## config.mk

```make
export PLATFORM = sky130hd
export DESIGN_NAME = decoder
export DESIGN_NICKNAME = d
export VERILOG_FILES = /design/src/source/core_pkg.sv /design/src/source/decoder.sv
export SDC_FILE = /design/constraint.sdc
export NUM_CORES = 1
export LEC_CHECK = 0
export ABC_CLOCK_PERIOD_IN_PS = 2700
export BUFFER_PORTS_ARGS = -buffer_cell sky130_fd_sc_hd__buf_2
export CAP_MARGIN = 40
export CORE_AREA = 2 2 102 104
export DETAILED_ROUTE_END_ITERATION = 12
export DIE_AREA = 0 0 104 106
export PLACE_DENSITY = 0.55
export SYNTH_ARGS = -nofsm -noshare
export SYNTH_HDL_FRONTEND = slang
export SYNTH_SLANG_ARGS = --single-unit
```

## constraint.sdc

```tcl
create_clock -name vclk -period 2.7
set_input_delay 0.135 -clock vclk [all_inputs]
set_output_delay 0.135 -clock vclk [all_outputs]
set_load 0.005 [all_outputs]
```

## src/source/core_pkg.sv

```systemverilog
package core_pkg;

    parameter int XLEN = 64;
    parameter logic [11:0] CSR_MINSTRET = 12'hB02;

    // major opcodes of the supported subset.
    typedef enum logic [6:0] {
        OP     = 7'b0110011,
        OP_IMM = 7'b0010011,
        LOAD   = 7'b0000011,
        STORE  = 7'b0100011,
        BRANCH = 7'b1100011,
        JAL    = 7'b1101111,
        SYSTEM = 7'b1110011
    } opcode_e;

    typedef enum logic [2:0] {ALU_ADD, ALU_SUB, ALU_AND, ALU_OR, ALU_XOR, ALU_PASSB} alu_op_e;

    typedef enum logic [1:0] {WB_ALU, WB_MEM, WB_PC4, WB_CSR} wb_sel_e;

    typedef enum logic [1:0] {ST_RUN, ST_DRAIN, ST_ISSUE} ctrl_state_e;

    typedef struct packed {
        logic            valid;
        logic [XLEN-1:0] pc;
        logic [4:0]      rs1;   // zero when not read.
        logic [4:0]      rs2;
        logic [4:0]      rd;    // zero when not written.
        logic [XLEN-1:0] imm;
        alu_op_e         alu_op;
        logic            use_imm;
        wb_sel_e         wb_sel;
        logic            reg_write;
        logic            mem_read;
        logic            mem_write;
        logic            is_branch;
        logic            is_jal;
    } id_ex_t;

    typedef struct packed {
        logic            valid;
        logic [XLEN-1:0] pc;
        logic [4:0]      rd;
        logic [XLEN-1:0] alu_res;
        logic [XLEN-1:0] store_data;
        wb_sel_e         wb_sel;
        logic            reg_write;
        logic            mem_read;
        logic            mem_write;
    } ex_mw_t;

    typedef struct packed {
        logic            valid;
        logic [XLEN-1:0] pc;
        logic [4:0]      rd;
        logic            reg_write;
        logic [XLEN-1:0] data;
    } commit_t;

endpackage

```

## src/source/decoder.sv

```systemverilog
`timescale 1ns/1ns

module decoder (
    input  logic [31:0]               id_inst,
    input  logic [core_pkg::XLEN-1:0] id_pc,
    input  logic                      id_valid,
    output core_pkg::id_ex_t          id_dec,
    output logic [4:0]                rs1_addr,
    output logic [4:0]                rs2_addr,
    output logic                      csr_req
);
    import core_pkg::*;

    logic [2:0] funct3;
    logic [6:0] funct7;
    logic [4:0] rd;
    logic [XLEN-1:0] imm_i, imm_s, imm_b, imm_j;
    logic known;
    logic is_csr;

    assign funct3 = id_inst[14:12];
    assign funct7 = id_inst[31:25];
    assign rd = id_inst[11:7];
    assign rs1_addr = id_inst[19:15];
    assign rs2_addr = id_inst[24:20];

    assign imm_i = {{52{id_inst[31]}}, id_inst[31:20]};
    assign imm_s = {{52{id_inst[31]}}, id_inst[31:25], id_inst[11:7]};
    assign imm_b = {{51{id_inst[31]}}, id_inst[31], id_inst[7], id_inst[30:25],
                    id_inst[11:8], 1'b0};
    assign imm_j = {{43{id_inst[31]}}, id_inst[31], id_inst[19:12], id_inst[20],
                    id_inst[30:21], 1'b0};

    always_comb begin
        id_dec = '0;
        id_dec.pc = id_pc;
        id_dec.alu_op = ALU_ADD;
        id_dec.wb_sel = WB_ALU;
        known = 1'b1;
        is_csr = 1'b0;
        case (id_inst[6:0])
            OP: begin
                id_dec.rs1 = rs1_addr;
                id_dec.rs2 = rs2_addr;
                id_dec.rd = rd;
                id_dec.reg_write = 1'b1;
                case ({funct7, funct3})
                    {7'h00, 3'b000}: id_dec.alu_op = ALU_ADD;
                    {7'h20, 3'b000}: id_dec.alu_op = ALU_SUB;
                    {7'h00, 3'b111}: id_dec.alu_op = ALU_AND;
                    {7'h00, 3'b110}: id_dec.alu_op = ALU_OR;
                    {7'h00, 3'b100}: id_dec.alu_op = ALU_XOR;
                    default: known = 1'b0;
                endcase
            end
            OP_IMM: begin  // addi only.
                id_dec.rs1 = rs1_addr;
                id_dec.rd = rd;
                id_dec.imm = imm_i;
                id_dec.use_imm = 1'b1;
                id_dec.reg_write = 1'b1;
                known = (funct3 == 3'b000);
            end
            LOAD: begin
                id_dec.rs1 = rs1_addr;
                id_dec.rd = rd;
                id_dec.imm = imm_i;
                id_dec.use_imm = 1'b1;
                id_dec.wb_sel = WB_MEM;
                id_dec.reg_write = 1'b1;
                id_dec.mem_read = 1'b1;
                known = (funct3 == 3'b011);
            end
            STORE: begin
                id_dec.rs1 = rs1_addr;
                id_dec.rs2 = rs2_addr;
                id_dec.imm = imm_s;
                id_dec.use_imm = 1'b1;
                id_dec.mem_write = 1'b1;
                known = (funct3 == 3'b011);
            end
            BRANCH: begin  // beq only.
                id_dec.rs1 = rs1_addr;
                id_dec.rs2 = rs2_addr;
                id_dec.imm = imm_b;
                id_dec.is_branch = 1'b1;
                known = (funct3 == 3'b000);
            end
            JAL: begin
                id_dec.rd = rd;
                id_dec.imm = imm_j;
                id_dec.wb_sel = WB_PC4;
                id_dec.reg_write = 1'b1;
                id_dec.is_jal = 1'b1;
            end
            SYSTEM: begin
                // csrrs rd, minstret, x0 is the only accepted form.
                is_csr = funct3 == 3'b010 && rs1_addr == 5'd0 &&
                         id_inst[31:20] == CSR_MINSTRET;
                known = is_csr;
                id_dec.rd = rd;
                id_dec.imm = imm_i;
                id_dec.use_imm = 1'b1;
                id_dec.alu_op = ALU_PASSB;
                id_dec.wb_sel = WB_CSR;
                id_dec.reg_write = 1'b1;
            end
            default: known = 1'b0;
        endcase
        id_dec.valid = id_valid && known;
        csr_req = id_valid && is_csr;
    end

endmodule

```

Yosys cells after proc, flatten, opt, wreduce, memory -nomap -nowiden
Cells that the tools add are included.
Widths: inputs -> output; s select.
{"block": "op_classes", "n_eq_ne": 14, "reduce_logical": 15, "muxes": 16}
{"operator": "$pmux 64 s4", "count": 1}
{"operator": "$eq 10x3->1 const B", "count": 3}
{"operator": "$eq 7x7->1 const B", "count": 3}
{"operator": "$mux 5", "count": 3}
{"operator": "$reduce_or 5->1", "count": 3}
{"operator": "$eq 7x6->1 const B", "count": 2}
{"operator": "$eq 12x12->1 const B", "count": 1}
{"operator": "$pmux 3 s4", "count": 1}
{"operator": "$eq 10x9->1 const B", "count": 1}
{"operator": "$logic_not 10->1", "count": 1}
{"operator": "$mux 1", "count": 8}
{"operator": "$eq 7x2->1 const B", "count": 1}
{"operator": "$eq 7x5->1 const B", "count": 1}
{"operator": "$eq 3x2->1 const B", "count": 2}
{"operator": "$pmux 2 s3", "count": 1}
{"operator": "$pmux 3 s2", "count": 1}
{"operator": "$reduce_or 3->1", "count": 2}
{"operator": "$logic_not 5->1", "count": 1}
{"operator": "$pmux 1 s5", "count": 1}
{"operator": "$logic_and 1x1->1", "count": 4}
{"operator": "$reduce_or 2->1", "count": 2}
{"operator": "$reduce_or 4->1", "count": 1}
{"operator": "$logic_not 3->1", "count": 1}
{"block": "word_totals", "regBits": 0, "in_bits": 97}

Logic depth before layout (Yosys ltp)
Gate-level depths: netlist of the first run.
{"block": "depth", "depth_word": 5, "depth_mapped": 5, "ltp_nobuf": 4}

Least setup slack after synthesis of the first run
No wires, ideal clock.
{"block": "synth_path", "kind": "in2out", "from": "in id_inst[4]", "to": "out id_dec[32] (netlist name)", "t_required_ns": 2.565, "slack_ns": 0.760, "cell_stages": 5, "arrival_time_ns": 1.805, "cell_sequence": "and3b_2 > o211ai_1 > a21oi_1 > and2_1 > buf_4"}
{"element": "start, declared", "line": "decoder.sv:4", "rtl": "input logic [31:0] id_inst,"}
{"element": "end, declared", "line": "decoder.sv:7", "rtl": "output core_pkg::id_ex_t id_dec,"}

==> summary.md, run 1 <==
| Metric | Value |
|---|---|
| Final Non-Filler Cells | 387 |
| RSZ-0062 raised after global routing | false |
| Power, Total | 0.1256 mW |
| Via/cell ratio | 3.948 |
| Seq/Total Area, Yosys | 0% |
| Die area | 11020 µm² |
| Via count | 1528 |
| CP Data Required Time | 2.57 ns |
| DRC violations left | 0 |
| Initial drt markers | 124 |
| Synthesis-to-finish area growth | -1.784% |
| Most common cell after layout, fill and taps aside | buf_2 |
| Slew @ Worst Pin | 0.5912 ns |
| Commonest non-fill, non-tap cells in the layout | 135 x buf_2, 23 x and2_1, 13 x nand2_1, 10 x nor2_1, 8 x a21o_1 |
| Total Wirelength | 5718 µm |
| Register area | 0 µm² |
| Hold Path Sink | id_dec[113] |
| Row Count | 37 |
| Setup violators final | 0 |
| Worst Path Arrival | 1.73 ns |
| Post-synth top area cell | buf_4 |
| Congestion Overflow GR | 0 |
| Post-DP HPWL | 4853 µm |
| Static Leak | 1.028 nW |
| DP Area | 1577 µm² |
| Post-CTS setup buffers | 0 |
| Fin. Hold Viols | 0 |
| Fin crit period | 1.861 ns |
| Filler cells | 1195 |
| Nets | 350 |
| Largest family of logic cells by synthesized area | buffers and inverters |
| Netlist cell types | 39 |
| Sequential cell count | 0 |
| Core Area | 10000 µm² |
| I/O Buffers | 135 |
| Status | finished, final reports clean |
| YS warnings | 0 |
| Hold Path Cell Cnt | 0 |
| CP startpoint kind | input pin |
| Placer congestion estimate | 0.7631 |
| Critical path class | in -> out |
| Post-Synth Simple-Gate Area | 29.48% |
| Mean post-synth cell area | 6.892 µm² |
| Die Y | 106 µm |
| Mapped Cells | 234 |
| Synth Area in XOR/XNOR | 0% |
| Initial core utilization | 16.13% |
| Worst IR drop on VDD | 40.81 µV |
| Largest net degree at the start of global routing | 45 |
| Mapped Area | 1613 µm² |
| ANT cells | 0 |
| Power per cell area | 79.32 nW/µm² |
| Number of global-route vias before repair | 1366 |
| Crit path launch | id_inst[2] |
| Initial antenna violation count | 0 |
| Design area | 1584 µm² |
| Number of max-cap violations | 0 |
| Tcrit/Tclk final | 68.92% |
| Final Slew Violations | 0 |
| GRT Overall Usage | 9.560% |
| Ports | 263 |
| Synth Area in Compound Gates | 13.34% |
| First-pass GRT wire length | 8314 µm |
| CTS Hold Bufs | 0 |
| Fmax | 0.5374 GHz |
| Detail Route Antenna Nets | 0 |
| Die X | 104 µm |
| Relative slew slack | 60.59% |
| Largest cells by area after synthesis | buf_4 54%, and2_1 8.9%, a21o_1 3.7% |
| Adder-Cell Fraction of Synth Area | 0% |
| Placed cells | 386 |
| Drt first pass iters | 4 |
| Yosys top cell area share | 54.46% |
| Fin Setup TNS | 0 ns |
| Peak fanout along the critical path | 44 |
| Layout cells sized above 1 | 57.77% |
| Worst slack at placement | 0.7643 ns |
| Routed length per instance | 14.78 µm |
| Hold_sp | id_pc[23] |
| Tightest Hold Check Type | in -> out |
| Post-Syn Nets | 331 |
| Post-CTS sizing | 0 |
| Final worst setup slack | 0.8391 ns |
| Clock buffer count | 0 |
| CP Capture Type | primary output |
| Mux cell area share after synthesis | 0.6206% |
## Yosys cell counts, types with 2 or more instances
| library cell | n |
|---|---|
| nor3_1 | 7 |
| a21oi_1 | 6 |
| inv_1 | 4 |
| nand4_1 | 3 |
| buf_2 | 3 |
| o211ai_1 | 2 |
| buf_4 | 117 |
| and2_1 | 23 |
| and3b_1 | 2 |
| a22o_1 | 4 |
| a21o_1 | 8 |
| o21ai_0 | 4 |
| a22oi_1 | 2 |
| nand2_1 | 13 |
| nand3b_1 | 2 |
| nor2_1 | 10 |
| nand3_1 | 2 |
## final cells by class
| class | instances | area (µm²) | area share [%] |
|---|---|---|---|
| Timing Repair Buffer | 138 | 698.2 | 44.08 |
| Multi-Input combinational cell | 109 | 700.7 | 44.23 |
| Tap cell | 136 | 170.2 | 10.74 |
| Inverter | 4 | 15.01 | 0.9479 |
## worst max-delay path: stages
cell and delay (ns):
buf_2 0.14, nor2_1 0.25, o211ai_1 0.14, a21oi_1 0.42, and2_1 0.19, buf_4 0.27, buf_2 0.18
## how the worst max path moves through the flow
stage | end | depth (start not counted)
after CTS | id_dec[69] | 7
after detailed placement | id_dec[69] | 7
after global routing | id_dec[69] | 7
after global placement | id_dec[69] | 7
after floorplan | id_dec[32] | 5
final | id_dec[69] | 7
## routing by layer
layer	up-vias	track usage, %	part of all wire, %
li1	696	-	-
met1	672	11.20	38
met2	132	17.34	49
met3	28	2.269	11
met4	0	2.703	2.7
met5	-	0	0
## logic make-up after synthesis
| logic type | after synthesis |
|---|---|
| AO/OA/AOI/OAI | 31 |
| AND/OR/NAND/NOR | 77 |
| buffers and inverters | 125 |
| multiplexers | 1 |
## per-stage QoR
stage          util [%]  hold WS (ns)
2_1_floorplan         -        0.3508
3_3_place_gp      15.77        0.2700
5_1_grt           15.84        0.2700
6_report          15.84        0.2700
4_1_cts           15.77        0.2700
3_5_place_dp      15.77        0.2700
## power by group
part	total (mW)	switching, mW	internal (mW)
Clock	0	0	0
Sequential	0	0	0
Combinational	0.126	0.0716	0.0540
Total	0.126	0.0716	0.0540
(Power assumes the default switching activity.)
==> run 2: changes to the inputs <==
==> config.mk (replaced) <==
export PLATFORM = sky130hd
export DESIGN_NAME = decoder
export DESIGN_NICKNAME = d
export VERILOG_FILES = /design/src/source/core_pkg.sv /design/src/source/decoder.sv
export SDC_FILE = /design/constraint.sdc
export NUM_CORES = 1
export LEC_CHECK = 0
export ABC_AREA = 1
export ABC_CLOCK_PERIOD_IN_PS = 1550
export BUFFER_PORTS_ARGS = -buffer_cell sky130_fd_sc_hd__buf_2
export CAP_MARGIN = 40
export CORE_AREA = 2 2 103 105
export DETAILED_ROUTE_END_ITERATION = 12
export DIE_AREA = 0 0 105 107
export PLACE_DENSITY = 0.56
export SYNTH_ARGS = -nofsm -noshare
export SYNTH_HDL_FRONTEND = slang
export SYNTH_SLANG_ARGS = --single-unit
==> constraint.sdc (replaced) <==
create_clock -name vclk -period 1.55
set_input_delay 0.0775 -clock vclk [all_inputs]
set_output_delay 0.0775 -clock vclk [all_outputs]
set_load 0.005 [all_outputs]
==> run 2 against run 1 <==
Via count rose by 8.6%; hold slack got worse by 0.12 ns; non-clock buffer count rose by 2; cell area rose by 6.7%; die area rose by 1.9%; critical endpoint is now id_dec[75]; highest routed layer unchanged.
==> summary.md, run 2 <==
| Metric | Value |
|---|---|
| CP Capture Type | primary output |
| Tightest Hold Check Type | in -> out |
| DRC violations left | 0 |
| Relative slew slack | 71.16% |
| Bufs and invs on worst path | 3 |
| Nets | 407 |
| CP Data Required Time | 1.47 ns |
| Die Y | 107 µm |
| Area of the multi-input gates | 641.9 µm² |
| Via/cell ratio | 3.736 |
| Core Util, Final | 16.75% |
| Fin crit period | 1.461 ns |
| ANT cells | 0 |
| Mapped Cells | 286 |
| I/O Buffers | 135 |
| Post-CTS sizing | 0 |
| Initial core utilization | 16.44% |
| Total Wirelength | 5261 µm |
| Largest net degree at the start of global routing | 45 |
| Synthesis-to-finish area growth | 1.885% |
| Peak fanout along the critical path | 10 |
| Largest cells by area after synthesis | buf_4 53%, nand2_1 9.0%, nor2_1 8.4% |
| Fmax | 0.6846 GHz |
| Worst Path Arrival | 1.38 ns |
| Post-DP HPWL | 4711 µm |
| Tcrit/Tclk final | 94.24% |
| Number of max-cap violations | 0 |
| Initial antenna violation count | 0 |
| Die area | 11240 µm² |
| Filler cells | 1238 |
| RSZ-0062 raised after global routing | false |
| Post-Syn Nets | 383 |
| Row Count | 37 |
| Worst-path cell chain | buf_2, nor2_4, nand2_2, nor3_4, buf_4, nor2_4, a21oi_1, buf_2 |
| GRT Overall Usage | 8.422% |
| Post-CTS setup buffers | 0 |
| Congestion Overflow GR | 0 |
| CTS Hold Bufs | 0 |
| Routed length per instance | 11.85 µm |
| Synth cell count leaders | 117 x buf_4, 40 x nand2_1, 37 x nor2_1 |
| Number of global-route vias before repair | 1354 |
| Via count | 1659 |
| Sequential cell count | 0 |
| Static Leak | 1.221 nW |
| Power per cell area | 132.5 nW/µm² |
| Mean post-synth cell area | 5.801 µm² |
| Fin. Hold Viols | 0 |
| Initial drt markers | 92 |
| Slowest CP cell | nor3_4 |
| Yosys top cell area share | 52.94% |
| Seq/Total Area, Yosys | 0% |
| Register area | 0 µm² |
| Netlist cell types | 20 |
| YS warnings | 0 |
| Commonest non-fill, non-tap cells in the layout | 135 x buf_2, 40 x nand2_1, 35 x nor2_1, 34 x inv_1, 16 x nand3_1 |
| Mapped Area | 1659 µm² |
| Worst IR drop on VDD | 53.39 µV |
| Slew @ Worst Pin | 0.4310 ns |
| Most common cell after layout, fill and taps aside | buf_2 |
| CP startpoint kind | input pin |
| Die X | 105 µm |
| Drt first pass iters | 4 |
| Design area | 1690 µm² |
| First-pass GRT wire length | 7452 µm |
| WHS | 0.1550 ns |
| Fin Setup TNS | 0 ns |
| Setup violators final | 0 |
| Clock buffer count | 0 |
| Post-synth top area cell | buf_4 |
| Top-count cell post-synth | buf_4 |
| Final Slew Violations | 0 |
| Ports | 263 |
| DP Area | 1690 µm² |
| Critical path class | in -> out |
| Detail Route Antenna Nets | 0 |
| Layout cells sized above 1 | 52.92% |
| Placer congestion estimate | 0.7495 |
| Slowest cell delay on critical path | 0.31 ns |
| Crit path max-delay family | simple AND/OR/NAND/NOR gates |
| Status | finished, final reports clean |
| Core Area | 10090 µm² |
run 2: changes by cell type after synthesis, moves of 6 or more:
cell | before | now
nor2_1 | 10 | 37
a21o_1 | 8 | 0
nand3_1 | 2 | 16
nand2_1 | 13 | 40
and2_1 | 23 | 0
inv_1 | 4 | 35
nand2_2 | 0 | 6
run 2: final timing paths:
check                      start          end  slack (ns)  cells past startpoint
worst max-delay path  id_inst[4]   id_dec[75]        0.09                      8
worst min-delay path   id_pc[26]  id_dec[116]        0.16                      0
run 2: power breakdown:
group / switching (mW) / internal, mW
logic: 0.131 / 0.0928
registers: 0 / 0
clock network: 0 / 0
run 2: per-layer routing:
metal | vias to the layer above | track usage (%) | part of all wire, %
li1 | 806 | - | -
met1 | 721 | 10.11 | 40
met2 | 106 | 15.07 | 46
met3 | 26 | 2.006 | 11
met4 | 0 | 2.095 | 2.7
met5 | - | 0 | 0
run 2: final cells by class:
cell class | count | area share, %
Multi-Input combinational cell | 128 | 37.97
Tap cell | 136 | 10.07
Inverter | 40 | 9.030
Timing Repair Buffer | 140 | 42.93
run 2: kinds of logic after synthesis:
| family | synth area share [%] |
|---|---|
| and+or+nand+nor | 32.05 |
| buffers and inverters | 62.67 |
| AOI/OAI and AO/OA | 5.279 |
run 2: stage by stage:
step                cells  power (mW)  setup slack (ns)
finish                444      0.2239           0.08931
global route          444      0.2522          0.002363
CTS                   444      0.2293           0.06868
detailed placement    444      0.2283           0.06681
global placement      444      0.2273           0.05648
floorplan             286      0.2736          -0.03146
==> run 3: changes to the inputs <==
--- a/config.mk
+++ b/config.mk
@@ -7,12 +7,12 @@
 export LEC_CHECK = 0
 export ABC_AREA = 1
 export ABC_CLOCK_PERIOD_IN_PS = 1550
-export BUFFER_PORTS_ARGS = -buffer_cell sky130_fd_sc_hd__buf_2
 export CAP_MARGIN = 40
 export CORE_AREA = 2 2 103 105
 export DETAILED_ROUTE_END_ITERATION = 12
 export DIE_AREA = 0 0 105 107
-export PLACE_DENSITY = 0.56
+export DONT_BUFFER_PORTS = 1
+export PLACE_DENSITY = 0.33
 export SYNTH_ARGS = -nofsm -noshare
 export SYNTH_HDL_FRONTEND = slang
 export SYNTH_SLANG_ARGS = --single-unit
==> run 3 against run 2 <==
Power shrank 48%; wire length shrank 12%; hold slack is essentially flat; non-clock buffer count shrank 135; global-route usage shrank 0.94 points; critical path type unchanged.
==> summary.md, run 3 (synthesis gave the netlist of run 2 again) <==
| Metric | Value |
|---|---|
| Power per cell area | 114.8 nW/µm² |
| Register area | 0 µm² |
| CTS Hold Bufs | 0 |
| Fin Setup TNS | 0 ns |
| Peak fanout along the critical path | 44 |
| Tcrit/Tclk final | 81.37% |
| CP startpoint kind | input pin |
| Sequential cell count | 0 |
| Area of the multi-input gates | 641.9 µm² |
| Static Leak | 0.5431 nW |
| DRC violations left | 0 |
| Total Wirelength | 4624 µm |
| Worst Path Arrival | 1.18 ns |
| Number of global-route vias before repair | 1104 |
| Layout cells sized above 1 | 16.18% |
| Fin. Hold Viols | 0 |
| Worst slack at placement | 0.2697 ns |
| Detail Route Antenna Nets | 0 |
| Routed length per instance | 14.96 µm |
| Placed cells | 309 |
| GRT Overall Usage | 7.484% |
| Final Non-Filler Cells | 309 |
| Tightest Hold Check Type | in -> out |
| I/O Buffers | 0 |
| Synthesis-to-finish area growth | -38.84% |
| Filler cells | 1247 |
| Power, Total | 0.1165 mW |
| CP Capture Type | primary output |
| Core Area | 10090 µm² |
| Post-CTS sizing | 0 |
| Die X | 105 µm |
| Relative slew slack | 52.63% |
| Die Y | 107 µm |
| Fmax | 0.7929 GHz |
| Die area | 11240 µm² |
| Fin crit period | 1.261 ns |
| Row Count | 37 |
| Clock buffer count | 0 |
| Largest net degree at the start of global routing | 45 |
| CP Data Required Time | 1.47 ns |
| Commonest non-fill, non-tap cells in the layout | 40 x nand2_1, 35 x nor2_1, 34 x inv_1, 16 x nand3_1, 7 x a21oi_1 |
| Post-DP HPWL | 4144 µm |
| Ports | 263 |
| Core Util, Final | 10.05% |
| Final worst setup slack | 0.2888 ns |
| Setup violators final | 0 |
| Number of max-cap violations | 0 |
| Nets | 272 |
| Initial antenna violation count | 0 |
| Initial drt markers | 36 |
| RSZ-0062 raised after global routing | false |
| Congestion Overflow GR | 0 |
| Via count | 1095 |
| First-pass GRT wire length | 6541 µm |
| Drt first pass iters | 4 |
| DP Area | 1015 µm² |
| Design area | 1015 µm² |
| Placer congestion estimate | 0.7968 |
| Post-CTS setup buffers | 0 |
| ANT cells | 0 |
| Critical path class | in -> out |
| Initial core utilization | 16.44% |
| Worst IR drop on VDD | 40.75 µV |
| WHS | 0.1550 ns |
| Final Slew Violations | 0 |
| Slew @ Worst Pin | 0.7032 ns |
| Via/cell ratio | 3.544 |
| Status | finished, final reports clean |
| Most common cell after layout, fill and taps aside | nand2_1 |
run 3: final timing paths:
| kind | from | end | cells after the start |
|---|---|---|---|
| max | id_inst[1] | id_dec[32] | 9 |
| min | id_pc[11] | id_dec[101] | 0 |
run 3: power by group:
part           switching, mW  internal [mW]
combinational         0.0841         0.0324
clock                      0              0
sequential                 0              0
total                 0.0841         0.0324
run 3: per-layer routing:
layer  track usage (%)  vias up  routed length [µm]
met5                 0        -                   0
met4             2.381        0                 164
met3             3.587       16                 641
met2             13.22       78                2120
met1             7.841      470                1697
li1                  -      531                   -
run 3: final cells by class:
cell class,count,area share [%]
multi-input combinational,128,63.26
tap,136,16.77
inverter,40,15.04
timing repair buffer,5,4.932
run 3: worst max-delay path: stages:
cell and delay (ns):
nand2_2 0.06, inv_2 0.07, nand2_4 0.07, inv_4 0.07
nand4_1 0.19, nand3_4 0.18, nor3_4 0.06, nor2_4 0.12
buf_12 0.27
