$ cat config.mk
export PLATFORM = sky130hd
export DESIGN_NAME = retire_counter
export DESIGN_NICKNAME = d
export VERILOG_FILES = /design/src/source/retire_counter.sv
export SDC_FILE = /design/constraint.sdc
export NUM_CORES = 1
export LEC_CHECK = 0
export BUFFER_PORTS_ARGS = -buffer_cell sky130_fd_sc_hd__buf_2
export CORE_MARGIN = 5
export CORE_UTILIZATION = 58
export CTS_CLUSTER_SIZE = 30
export DETAILED_ROUTE_END_ITERATION = 16
export GPL_ROUTABILITY_DRIVEN = 0
export PLACE_DENSITY = 0.81
export SYNTH_ARGS = -nofsm -noshare
export SYNTH_HDL_FRONTEND = slang
export SYNTH_SLANG_ARGS = --single-unit
export TNS_END_PERCENT = 30
$ cat constraint.sdc
create_clock -name clk -period 5.8 [get_ports clk]
set_input_delay 1.16 -clock clk [delete_from_list [all_inputs] [get_ports clk]]
set_output_delay 1.16 -clock clk [all_outputs]
set_load 0.005 [all_outputs]
$ cat src/source/retire_counter.sv
`timescale 1ns/1ns

module retire_counter (
    input  logic        clk,
    input  logic        rst,
    input  logic        commit_valid,
    output logic [63:0] minstret
);
    always_ff @(posedge clk) begin
        if (rst)
            minstret <= 64'd0;
        else if (commit_valid)
            minstret <= minstret + 64'd1;
    end

endmodule

After elaboration in Yosys (flattened, before gate mapping)

Cells that the tools add are included.

Register bits after elaboration: 64
Bits of input ports: 3
Output and inout port bits: 64
Logic and storage cells: 2

Add/sub/neg operators: 1

Operator list:

| cell                                                             | count |
|---|---|
| 64-bit by 1-bit adder with 64-bit output (second input constant) | 1 |

Logic depth before layout (Yosys ltp)

Gate-level depths: netlist (run 1).

Word-level depth: 1
Mapped depth: 7
Mapped depth without buffers: 6

Worst setup path before layout (run 1)

Ideal clock, no wire load.

Path kind: input to register
Start point: input port commit_valid
End point: register minstret[63]
Library setup time: 0.121 ns
Data arrival time: 2.277 ns
Required time: 5.679 ns
Setup slack: 3.402 ns
Stages: 5
Path buffers: 0
Cell sequence: nand4_2 -> nor3_2 -> nand3_2 -> nor4_1 -> mux2_2

RTL lines:

| what                 | RTL line | source |
|---|---|---|
| start, declared      | 6        | `input logic commit_valid,` |
| end signal, assigned | 13       | `minstret <= minstret + 64'd1;` |
| end, declared        | 7        | `output logic [63:0] minstret` |

Worst setup path in the final report (run 1)

Start point: register minstret[18]
End point: register minstret[60]

Longest elaborated chain between the ends: 1

Ends and longest elaborated chain:

| what                                     | RTL line |
|---|---|
| 64-bit by 1-bit adder with 64-bit output | 13 |

No other way between the ends.
A chain may end at the register's enable or synchronous reset.

==> parameters.txt, run 1 <==
Parameter                              Value

Clock network
  # clock sinks ... 64
  Number of buffers created by CTS ... 9
  Clock-pin slew of the registers on the worst-case setup and hold paths ... 0.07 ns
  Hold-fix buffers, CTS ... 0
  Clock H-tree levels ... 3
  Clock Tree Root ... sky130_fd_sc_hd__clkbuf_8
  Clock Latency Late Sink ... 0.34 ns
  TritonCTS clock tree ... done
  Clock tree buffer depth ... 2
  Number of cells upsized or downsized after cts ... 0
  Setup bufs post-CTS ... 0

Timing
  Worst setup margin ... 3.15 ns
  Part of the cycle the worst path needs ... 45.7%
  Worst slew pin tran ... 1.17 ns
  Aggregate negative setup slack ... 0 ns
  Min cycle time layout ... 2.65 ns
  Timing-limited maximum frequency ... 377 MHz
  Setup Skew ... 0.00630 ns
  Number of max-slew violations in the final report ... 0
  Number of hold-slack violations in the final timing report ... 0
  Unrepaired setup endpoints after global routing ... false
  Total setup violations reported at the end of the flow ... 0
  Min Hold Slack ... 0.498 ns
  Max-Slew Margin vs Limit ... 22.1%

Power
  Reported leakage power ... 1.45 nW
  Max IR drop VDD ... 160 uV
  Power density cells ... 231 nW/um2

Worst setup path
  Worst Path Class, Setup ... reg2reg
  Startpoint of the lowest-slack register-to-register path ... minstret[18]
  Largest fanout on the critical path ... 12
  Arrival time at the worst endpoint ... 2.91 ns
  Req. time, crit path ... 6.06 ns
  Origin of the worst setup path ... minstret[18]
  Critical path endpoint category ... flip-flop
  Worst Setup Start Kind ... flip-flop

Routing
  Drt first pass iters ... 4
  Vias ... 2793
  DRC errors left ... 0
  Post-detailed-routing wire length ... 7310 um
  Routed length per instance ... 15.0 um
  Detail Route Antenna Nets ... 0
  Number of DRC markers in iteration 0 ... 188
  Routed vias/inst ... 5.75

Cells and area
  Most frequent cells in the layout ... sky130_fd_sc_hd__buf_2 (66), sky130_fd_sc_hd__dfxtp_1 (64), sky130_fd_sc_hd__nor2_1 (44)
  Regs by FF count ... minstret x64
  Flip-flop count of the largest register after layout ... 64
  Antenna cells ... 0
  P&R area growth vs syn ... 18.2%
  Net count reported at finish ... 416
  Share of final-layout standard cells stronger than drive strength 1 ... 22.8%
  Largest Register ... minstret
  Leading cell type in the layout, fill and taps excluded ... sky130_fd_sc_hd__buf_2

Outcome
  Result of the run ... finished clean

Die
  Die extent in x ... 82.3 um
  Core Box Area ... 5070 um2
  I/O pin total ... 67
  Height of the die ... 82.3 um
  Initial Utilization ... 59.7%
  Die area ... 6770 um2
  Core Rows ... 26

Place
  Number of buffer cells added on primary ports ... 66
  Pre-CTS worst setup slack ... 2.86 ns
  DP HPWL ... 4990 um

Global route
  Pin count of the biggest net entering global routing ... 66
  Vias in the first global route ... 2492
  Aggregate global-route resource usage ... 22.5%
  Global-route wire length before repair ... 12000 um
  Number of antenna violations at the first check in global routing ... 0
  Global route total overflow ... 0

Synthesis
  Mux contribution to synthesized area ... 0.702%
  Number of synthesized flops with an enable pin ... 0
  Number of flip-flops and latches in the synthesized netlist ... 64
  Number of distinct library cell variants in the gate-level netlist after synthesis ... 35
  Cell area after synthesis ... 3030 um2
  Yosys warning total ... 0
  Synthesized area per cell ... 8.73 um2
  Post-synthesis cell count ... 347
  Post-synthesis simple-gate area fraction ... 34.3%
  Adder-cell area share of the yosys netlist ... 0.413%
  Xor-xnor portion of the synthesized cell area ... 10.7%
  Dominant synthesized flop cell ... sky130_fd_sc_hd__dfxtp_1
  Proportion of register bits with asynchronous set or reset after synthesis ... 0%
  Combinational family with the most area after synthesis ... simple AND/OR/NAND/NOR gates
  Number of nets produced by synthesis ... 351
  Sequential cell area fraction in the yosys report ... 42.3%
  Compound-gate portion of the synthesized area ... 8.84%

Job
  Number of max-capacitance violations reported ... 0

Hold path
  Hold Path Origin ... minstret[59]
  Class of the worst hold path ... reg2reg
-- worst max-delay path: stages, from the launching register on --
cell and delay, ns:
sky130_fd_sc_hd__dfxtp_1 0.42, sky130_fd_sc_hd__nand4_2 0.24, sky130_fd_sc_hd__nor4_4 0.68, sky130_fd_sc_hd__nand4b_1 0.48, sky130_fd_sc_hd__or4_1 0.62, sky130_fd_sc_hd__a21oi_1 0.15
-- final cells by class --
class                      instances  area (um2)
timing repair buffer              66         330
tap                               70        87.6
fill                             427        1500
clock buffer                      11         141
multi-input combinational        263        1660
sequential                        64        1280
inverter                           8        30.0
clock inverter                     4        45.0
-- where the power goes --
group / switching [mW] / internal (mW) / leakage, nW / total, mW
sequential: 0.00207 / 0.441 / 0.516 / 0.443
clock: 0.165 / 0.206 / 0.0989 / 0.370
combinational: 0.0100 / 0.00372 / 0.831 / 0.0138
-- logic make-up (layout without fill, tap and decap cells) --
kind of cell,count (synthesis),in the layout
simple gates,173,173
flops,64,64
compound gates,50,50
xor+xnor,37,37
buf+inv,20,89
mux,2,2
fa+ha+maj,1,1
-- layer usage --
layer	share of wire, %	wire length, um	track usage (%)
met1	47	3440	31.5
met2	46	3390	33.5
met3	5.6	407	4.88
met4	1.0	73	8.80
met5	0	0	0
-- final timing paths --
| kind | slack (ns) | cells past startpoint | endpoint |
|---|---|---|---|
| setup reg to reg | 3.15 | 5 | minstret[60] |
| hold / removal | 0.50 | 2 | minstret[59] |
| setup / recovery | 3.15 | 5 | minstret[60] |
| hold reg to reg | 0.50 | 2 | minstret[59] |
-- metrics by stage --
stage	power [mW]	area, um2	util (%)	instances
2_1_floorplan	0.462	3030	-	347
3_3_place_gp	0.466	3390	66.9	471
3_5_place_dp	0.467	3390	66.9	471
4_1_cts	0.829	3580	70.5	486
5_1_grt	0.856	3580	70.5	486
6_report	0.827	3580	70.5	486
-- cells in the mapped netlist (2+ instances only) --
library cell	count	share of area (%)
sky130_fd_sc_hd__clkbuf_1	7	0.87
sky130_fd_sc_hd__xnor2_1	12	3.5
sky130_fd_sc_hd__and3_1	7	1.4
sky130_fd_sc_hd__buf_2	3	0.50
sky130_fd_sc_hd__nand2_1	17	2.1
sky130_fd_sc_hd__nor4_4	3	2.1
sky130_fd_sc_hd__or3_1	19	3.9
sky130_fd_sc_hd__xor2_1	25	7.2
sky130_fd_sc_hd__o31ai_1	7	1.7
sky130_fd_sc_hd__o21ai_0	18	3.0
sky130_fd_sc_hd__a21oi_1	25	4.1
sky130_fd_sc_hd__inv_1	8	0.99
sky130_fd_sc_hd__nand4_2	5	2.1
sky130_fd_sc_hd__nor4_1	8	1.7
sky130_fd_sc_hd__nor2_1	44	5.5
sky130_fd_sc_hd__nand3_1	20	3.3
sky130_fd_sc_hd__nor3_2	2	0.66
sky130_fd_sc_hd__nor2b_1	3	0.62
sky130_fd_sc_hd__dfxtp_1	64	42
sky130_fd_sc_hd__nor3_1	2	0.33
sky130_fd_sc_hd__or4_1	7	1.7
sky130_fd_sc_hd__nand4_1	28	5.8
No activity file was read; power rests on OpenSTA's default activity.
==> inputs of run 2 (changes only) <==
- CORE_UTILIZATION: 58 -> 54
- PLACE_DENSITY: 0.81 -> 0.76
- clock period: 5.8 -> 2.54 ns (I/O delays scaled with it)
==> parameters.txt, run 2 (same netlist as run 1, synthesis figures left out) <==
Parameter                              Value

Routing
  Routed length per instance ... 14.6 um (-3.0%)
  Number of DRC markers in iteration 0 ... 169 (-10%)
  Post-detailed-routing wire length ... 7280 um (-0.38%)
  Detail Route Antenna Nets ... 0 (unchanged)
  DRC errors left ... 0 (unchanged)
  Vias ... 2853 (+2.1%)
  Drt first pass iters ... 4 (unchanged)
  Routed vias/inst ... 5.72 (-0.51%)

Timing
  Total setup violations reported at the end of the flow ... 0 (unchanged)
  Setup Skew ... 0.00591 ns (-0.000386 ns)
  Min Hold Slack ... 0.507 ns (+0.00880 ns)
  Worst setup margin ... 0.311 ns (-2.84 ns)
  Number of hold-slack violations in the final timing report ... 0 (unchanged)
  Worst slew pin tran ... 0.655 ns (-0.514 ns)
  Min cycle time layout ... 2.23 ns (-0.420 ns)
  Part of the cycle the worst path needs ... 87.8% (+42 points)
  Max-Slew Margin vs Limit ... 55.9% (+34 points)
  Aggregate negative setup slack ... 0 ns (unchanged)
  Unrepaired setup endpoints after global routing ... false
  Number of max-slew violations in the final report ... 0 (unchanged)
  Timing-limited maximum frequency ... 449 MHz (+19%)

Die
  Core Rows ... 27 (+3.8%)
  I/O pin total ... 67 (unchanged)
  Height of the die ... 84.9 um (+3.2%)
  Die extent in x ... 84.9 um (+3.2%)
  Core Box Area ... 5470 um2 (+7.8%)
  Initial Utilization ... 55.3% (-4.3 points)
  Die area ... 7200 um2 (+6.5%)

Cells and area
  Largest Register ... minstret
  P&R area growth vs syn ... 23.5%
  Flip-flop count of the largest register after layout ... 64 (unchanged)
  Most frequent cells in the layout ... sky130_fd_sc_hd__buf_2 (66), sky130_fd_sc_hd__dfxtp_1 (64), sky130_fd_sc_hd__nor2_1 (44)
  Regs by FF count ... minstret x64
  Share of final-layout standard cells stronger than drive strength 1 ... 25.1% (+2.2 points)
  Antenna cells ... 0 (unchanged)
  Count of non-filler cells in the finished layout ... 499 (+2.7%)
  Area of all placed cells without fillers ... 3740 um2 (+4.4%)
  Net count reported at finish ... 426 (+2.4%)
  Final Core Density ... 68.3% (-2.2 points)
  Leading cell type in the layout, fill and taps excluded ... sky130_fd_sc_hd__buf_2

Power
  Switching power share of the total ... 19.5% (-1.9 points)
  Combinational cell fraction of total power ... 1.5% (-0.2 points)
  Internal power of the cells ... 1.79 mW (+180%)
  Power density cells ... 595 nW/um2 (+160%)
  Max IR drop VDD ... 379 uV (+140%)
  Sequential Power Share ... 45.4% (-8.1 points)
  Clk network pwr share ... 53.0% (+8.2 points)
  Reported leakage power ... 1.53 nW (+6.2%)
  Tot Pwr ... 2.22 mW (+170%)
  Switching power ... 434 uW (+150%)

Hold path
  Cells on Worst Hold Path ... 2 (unchanged)
  Hold Path End ... minstret[58]
  Class of the worst hold path ... reg2reg
  Hold Path Origin ... minstret[58]

Outcome
  Result of the run ... finished clean

Clock network
  Clock Tree Root ... sky130_fd_sc_hd__clkbuf_8
  Setup bufs post-CTS ... 0 (unchanged)
  TritonCTS clock tree ... done
  # clock sinks ... 64 (unchanged)
  Clock Latency Late Sink ... 0.35 ns (about the same)
  Clock-pin slew of the registers on the worst-case setup and hold paths ... 0.07 ns (about the same)
  Hold-fix buffers, CTS ... 0 (unchanged)
  Number of buffers created by CTS ... 9 (unchanged)
  Number of cells upsized or downsized after cts ... 0 (unchanged)
  Clock tree buffer depth ... 2 (unchanged)
  Clock H-tree levels ... 3 (unchanged)

Global route
  Number of antenna violations at the first check in global routing ... 0 (unchanged)
  Global route total overflow ... 0 (unchanged)
  Vias in the first global route ... 2554 (+2.5%)
  Aggregate global-route resource usage ... 20.7% (-1.8 points)
  Global-route wire length before repair ... 12300 um (+2.6%)
  Pin count of the biggest net entering global routing ... 31 (-53%)

Worst setup path
  Crit path cell chain ... nand4_2 > nor4_4 > nand4_1 > or4_1 > a21oi_1
  Critical path endpoint category ... flip-flop
  Endpoint of the worst register-to-register path ... minstret[55]
  Startpoint of the lowest-slack register-to-register path ... minstret[25]
  Register-to-Register Path Depth ... 5 (unchanged)
  Worst Setup Start Kind ... flip-flop
  Maximum cell stage delay along the critical path ... 0.53 ns (-0.15 ns)
  Worst path buffer plus inverter count ... 0 (unchanged)
  Worst Path Class, Setup ... reg2reg
  Crit-path slowest cell ... sky130_fd_sc_hd__or4_1
  Largest fanout on the critical path ... 13 (+1)
  Family with the most delay on the worst path ... simple AND/OR/NAND/NOR gates
  Arrival time at the worst endpoint ... 2.51 ns (-0.40 ns)
  FF-to-FF setup slack ... 0.31 ns (-2.84 ns)
  Req. time, crit path ... 2.82 ns (-3.24 ns)

Job
  Number of max-capacitance violations reported ... 0 (unchanged)

Place
  Cell area after placement ... 3470 um2 (+2.3%)
  Number of buffer cells added on primary ports ... 66 (unchanged)
  DP HPWL ... 5190 um (+4.1%)
  Pre-CTS worst setup slack ... 0.286 ns (-2.57 ns)
  Placed Cells ... 483 (+2.5%)
-- run 2: changes by cell type in the layout (fill, tap and decap cells not counted), sizes merged --
cell / change
buf: +10
bufinv: +3
clkbuf: -1
clkinv: -1
-- run 2: layer usage --
layer,vias to the layer above,wire (um),global-route usage [%]
li1,1406,-,-
met1,1358,3350,27.8
met2,72,3370,32.6
met3,17,395,4.56
met4,0,168,7.91
met5,-,0,0
-- run 2: layout make-up --
class	count	area (um2)
Fill cell	474	1730
Multi-Input combinational cell	263	1660
Inverter	8	30.0
Clock buffer	10	138
Tap cell	72	90.1
Clock inverter	6	130
Timing Repair Buffer	76	405
Sequential cell	64	1280
-- run 2: how the worst max path moves through the flow --
| stage | from | endpoint | slack [ns] | depth (start not counted) |
|---|---|---|---|---|
| final | minstret[25] | minstret[55] | 0.31 | 5 |
| after floorplan | minstret[0] | minstret[58] | 0.64 | 6 |
| after global placement | commit_valid | minstret[53] | 0.32 | 6 |
| after CTS | minstret[18] | minstret[55] | 0.32 | 5 |
| after global routing | minstret[17] | minstret[55] | 0.07 | 5 |
| after detailed placement | commit_valid | minstret[55] | 0.29 | 6 |
-- run 2: worst register-to-register path, cell delays in order (launching register included) --
cell and delay [ns]:
sky130_fd_sc_hd__dfxtp_1 0.45, sky130_fd_sc_hd__nand4_2 0.23, sky130_fd_sc_hd__nor4_4 0.39, sky130_fd_sc_hd__nand4_1 0.42
sky130_fd_sc_hd__or4_1 0.54, sky130_fd_sc_hd__a21oi_1 0.14
-- run 2: power groups by stage --
stage	sequential, mW	clock [mW]	combinational, mW
6_report	1.01	1.18	0.0340
3_3_place_gp	1.03	0	0.0337
5_1_grt	1.01	1.25	0.0372
4_1_cts	1.01	1.20	0.0338
2_1_floorplan	1.03	0	0.0209
3_5_place_dp	1.03	0	0.0339
==> inputs of run 3 (changes only) <==
- ABC_AREA: default -> 1
- CORE_UTILIZATION: 54 -> 56
==> parameters.txt, run 3 <==
Parameter                              Value

Synthesis
  Cells taking the most area after synthesis ... sky130_fd_sc_hd__dfxtp_1 (33%), sky130_fd_sc_hd__nand2_1 (17%), sky130_fd_sc_hd__nor2_1 (14%), sky130_fd_sc_hd__inv_1 (5.8%), sky130_fd_sc_hd__nand3_1 (5.6%)
  Yosys warning total ... 0 (unchanged)
  Post-synthesis cell count ... 618 (+78%)
  Most common cell in the netlist ... sky130_fd_sc_hd__nand2_1
  Portion of synthesized cell area occupied by the leading cell type ... 33.4% (-8.9 points)
  Most numerous cell types in the synthesized netlist ... sky130_fd_sc_hd__nand2_1 (170), sky130_fd_sc_hd__nor2_1 (140), sky130_fd_sc_hd__dfxtp_1 (64)
  Number of distinct library cell variants in the gate-level netlist after synthesis ... 31 (-11%)
  Synthesized area per cell ... 6.21 um2 (-29%)
  Sequential cell area fraction in the yosys report ... 33.4% (-8.9 points)
  Cell type with the largest total area after synthesis ... sky130_fd_sc_hd__dfxtp_1
  Dominant synthesized flop cell ... sky130_fd_sc_hd__dfxtp_1
  Number of flip-flops and latches in the synthesized netlist ... 64 (unchanged)
  Number of synthesized flops with an enable pin ... 0 (unchanged)
  Proportion of register bits with asynchronous set or reset after synthesis ... 0% (unchanged)
  Number of nets produced by synthesis ... 622 (+77%)
  Cell area after synthesis ... 3840 um2 (+27%)

Timing
  Min cycle time layout ... 1.80 ns (-0.428 ns)
  Aggregate negative setup slack ... 0 ns (unchanged)
  Number of hold-slack violations in the final timing report ... 0 (unchanged)
  Number of max-slew violations in the final report ... 0 (unchanged)
  Unrepaired setup endpoints after global routing ... false
  Worst slew pin tran ... 0.459 ns (-0.196 ns)
  Timing-limited maximum frequency ... 555 MHz (+24%)
  Max-Slew Margin vs Limit ... 69.4% (+13 points)
  Part of the cycle the worst path needs ... 70.9% (-17 points)
  Setup Skew ... 0.0107 ns (+0.00477 ns)
  Min Hold Slack ... 0.496 ns (-0.0109 ns)
  Total setup violations reported at the end of the flow ... 0 (unchanged)

Place
  Number of buffer cells added on primary ports ... 66 (unchanged)
  DP HPWL ... 8230 um (+58%)

Cells and area
  Leading cell type in the layout, fill and taps excluded ... sky130_fd_sc_hd__nand2_1
  Flip-flop count of the largest register after layout ... 64 (unchanged)
  Antenna cells ... 0 (unchanged)
  Number of filler cells placed in the layout ... 635 (+34%)
  Share of final-layout standard cells stronger than drive strength 1 ... 18.2% (-6.9 points)
  Regs by FF count ... minstret x64
  Final Core Density ... 65.5% (-2.8 points)
  Most frequent cells in the layout ... sky130_fd_sc_hd__nand2_1 (170), sky130_fd_sc_hd__nor2_1 (140), sky130_fd_sc_hd__buf_2 (66)
  Net count reported at finish ... 693 (+63%)
  Largest Register ... minstret
  P&R area growth vs syn ... 14.7%

Worst setup path
  Library cell appearing most often on the critical path ... sky130_fd_sc_hd__nand2_1
  Startpoint of the lowest-slack register-to-register path ... minstret[0]
  Crit path cell chain ... ha_1 > nand3_1 > inv_1 > nand2_1 > nor2_1 > nand2_1 > nor2_4 > nand3_1 > nand2_1 > nor2_1
  FF-to-FF setup slack ... 0.74 ns (+0.43 ns)
  Origin of the worst setup path ... minstret[0]
  Arrival time at the worst endpoint ... 2.05 ns (-0.46 ns)
  Crit-path slowest cell ... sky130_fd_sc_hd__dfxtp_1
  Worst Setup Start Kind ... flip-flop
  Endpoint of the worst register-to-register path ... minstret[46]
  Req. time, crit path ... 2.79 ns (-0.03 ns)
  Critical path endpoint category ... flip-flop
  Register-to-Register Path Depth ... 10 (+5)
  Worst Path Class, Setup ... reg2reg
  Largest fanout on the critical path ... 7 (-6)
  Maximum cell stage delay along the critical path ... 0.44 ns (-0.09 ns)
  Endpoint of the worst setup timing path ... minstret[46]

Die
  Height of the die ... 92.8 um (+9.3%)
  Initial Utilization ... 57.1% (+1.8 points)
  Core Rows ... 30 (+11%)
  Die area ... 8610 um2 (+19%)
  Core Box Area ... 6720 um2 (+23%)
  I/O pin total ... 67 (unchanged)
  Die extent in x ... 92.8 um (+9.3%)

Outcome
  Result of the run ... finished clean

Clock network
  TritonCTS clock tree ... done
  Hold-fix buffers, CTS ... 0 (unchanged)
  Number of cells upsized or downsized after cts ... 0 (unchanged)
  # clock sinks ... 64 (unchanged)
  Clock tree buffer depth ... 2 (unchanged)
  Clock-pin slew of the registers on the worst-case setup and hold paths ... 0.07 ns (about the same)
  Number of buffers created by CTS ... 9 (unchanged)
  Clock Latency Late Sink ... 0.35 ns (about the same)
  Clock Tree Root ... sky130_fd_sc_hd__clkbuf_8
  Clock H-tree levels ... 3 (unchanged)
  Setup bufs post-CTS ... 0 (unchanged)

Job
  Number of max-capacitance violations reported ... 0 (unchanged)

Routing
  Drt first pass iters ... 7 (+3)
  Routed vias/inst ... 5.35 (-6.5%)
  Routed length per instance ... 13.8 um (-5.1%)
  Number of DRC markers in iteration 0 ... 347 (+110%)
  Detail Route Antenna Nets ... 0 (unchanged)
  Vias ... 4127 (+45%)
  DRC errors left ... 0 (unchanged)
  Post-detailed-routing wire length ... 10700 um (+47%)

Hold path
  Class of the worst hold path ... reg2reg

Power
  Power density cells ... 416 nW/um2 (-30%)
  Reported leakage power ... 1.90 nW (+23%)
  Max IR drop VDD ... 283 uV (-25%)

Global route
  Number of antenna violations at the first check in global routing ... 0 (unchanged)
  Global route total overflow ... 0 (unchanged)
  Global-route wire length before repair ... 17600 um (+44%)
  Pin count of the biggest net entering global routing ... 43 (+39%)
  Aggregate global-route resource usage ... 25.8% (+5.1 points)
  Vias in the first global route ... 3596 (+41%)
-- run 3: changes by cell type after synthesis, sizes merged, moves of 8 or more --
cell	before	now
inv	8	63
nand2	17	178
nand3	21	45
nand4	34	10
nor2	45	170
nor4	11	1
or3	19	0
xnor2	12	4
xor2	25	10
-- run 3: where the power goes --
part	switching [mW]	total (mW)	internal [mW]	leakage, nW
sequential	0.00487	1.01	1.01	0.516
combinational	0.0351	0.0496	0.0145	1.30
clock	0.403	0.771	0.368	0.0773
-- run 3: through the flow --
| step | instance area [um2] | power [mW] | std cells | setup WS (ns) |
|---|---|---|---|---|
| 6_report | 4400 | 1.83 | 772 | 0.739 |
| 5_1_grt | 4400 | 1.89 | 772 | 0.556 |
| 4_1_cts | 4400 | 1.83 | 772 | 0.760 |
| 3_5_place_dp | 4240 | 1.08 | 758 | 0.633 |
| 3_3_place_gp | 4240 | 1.08 | 758 | 0.706 |
| 2_1_floorplan | 3840 | 1.07 | 618 | 1.01 |
-- run 3: worst min-delay path by stage --
| stage | from | end | slack [ns] | depth (start not counted) |
|---|---|---|---|---|
| 6_report | minstret[7] | minstret[7] | 0.50 | 1 |
| 5_1_grt | minstret[7] | minstret[7] | 0.55 | 1 |
| 4_1_cts | minstret[7] | minstret[7] | 0.51 | 1 |
| 3_5_place_dp | minstret[7] | minstret[7] | 0.49 | 1 |
| 3_3_place_gp | minstret[7] | minstret[7] | 0.48 | 1 |
| 2_1_floorplan | minstret[7] | minstret[7] | 0.47 | 1 |
-- run 3: area by class of cell --
type	count	area (um2)	share of cell area, %
tap	80	100	2.27
inverter	63	236	5.37
multi-input combinational	483	2280	51.7
timing repair buffer	68	345	7.85
clock inverter	3	20.0	0.455
clock buffer	11	141	3.21
sequential	64	1280	29.1
-- run 3: routing by layer --
metal / vias up / GRT usage (%) / routed length [um]
li1: 2078 / - / -
met1: 1848 / 36.6 / 4890
met2: 175 / 38.6 / 4640
met3: 26 / 4.31 / 892
met4: 0 / 10.9 / 274
met5: - / 0 / 0
-- run 3: worst max-delay path: cells and delay by family, from the launching register on --
kind / cells / cell delay [ns]
fa+ha+maj: 1 / 0.22
buf+inv: 1 / 0.18
flops: 1 / 0.44
simple gates: 8 / 0.87
-- run 3: kinds of logic (layout without fill, tap and decap cells) --
kind of cell / count (synthesis) / in the layout / share of synthesized area [%]
buffers and inverters: 71 / 145 / 7.27
flip-flops: 64 / 64 / 33.4
XOR/XNOR: 14 / 14 / 3.20
AO/OA/AOI/OAI: 48 / 48 / 6.65
adder cells (fa/ha/maj): 1 / 1 / 0.326
AND/OR/NAND/NOR: 420 / 420 / 49.2
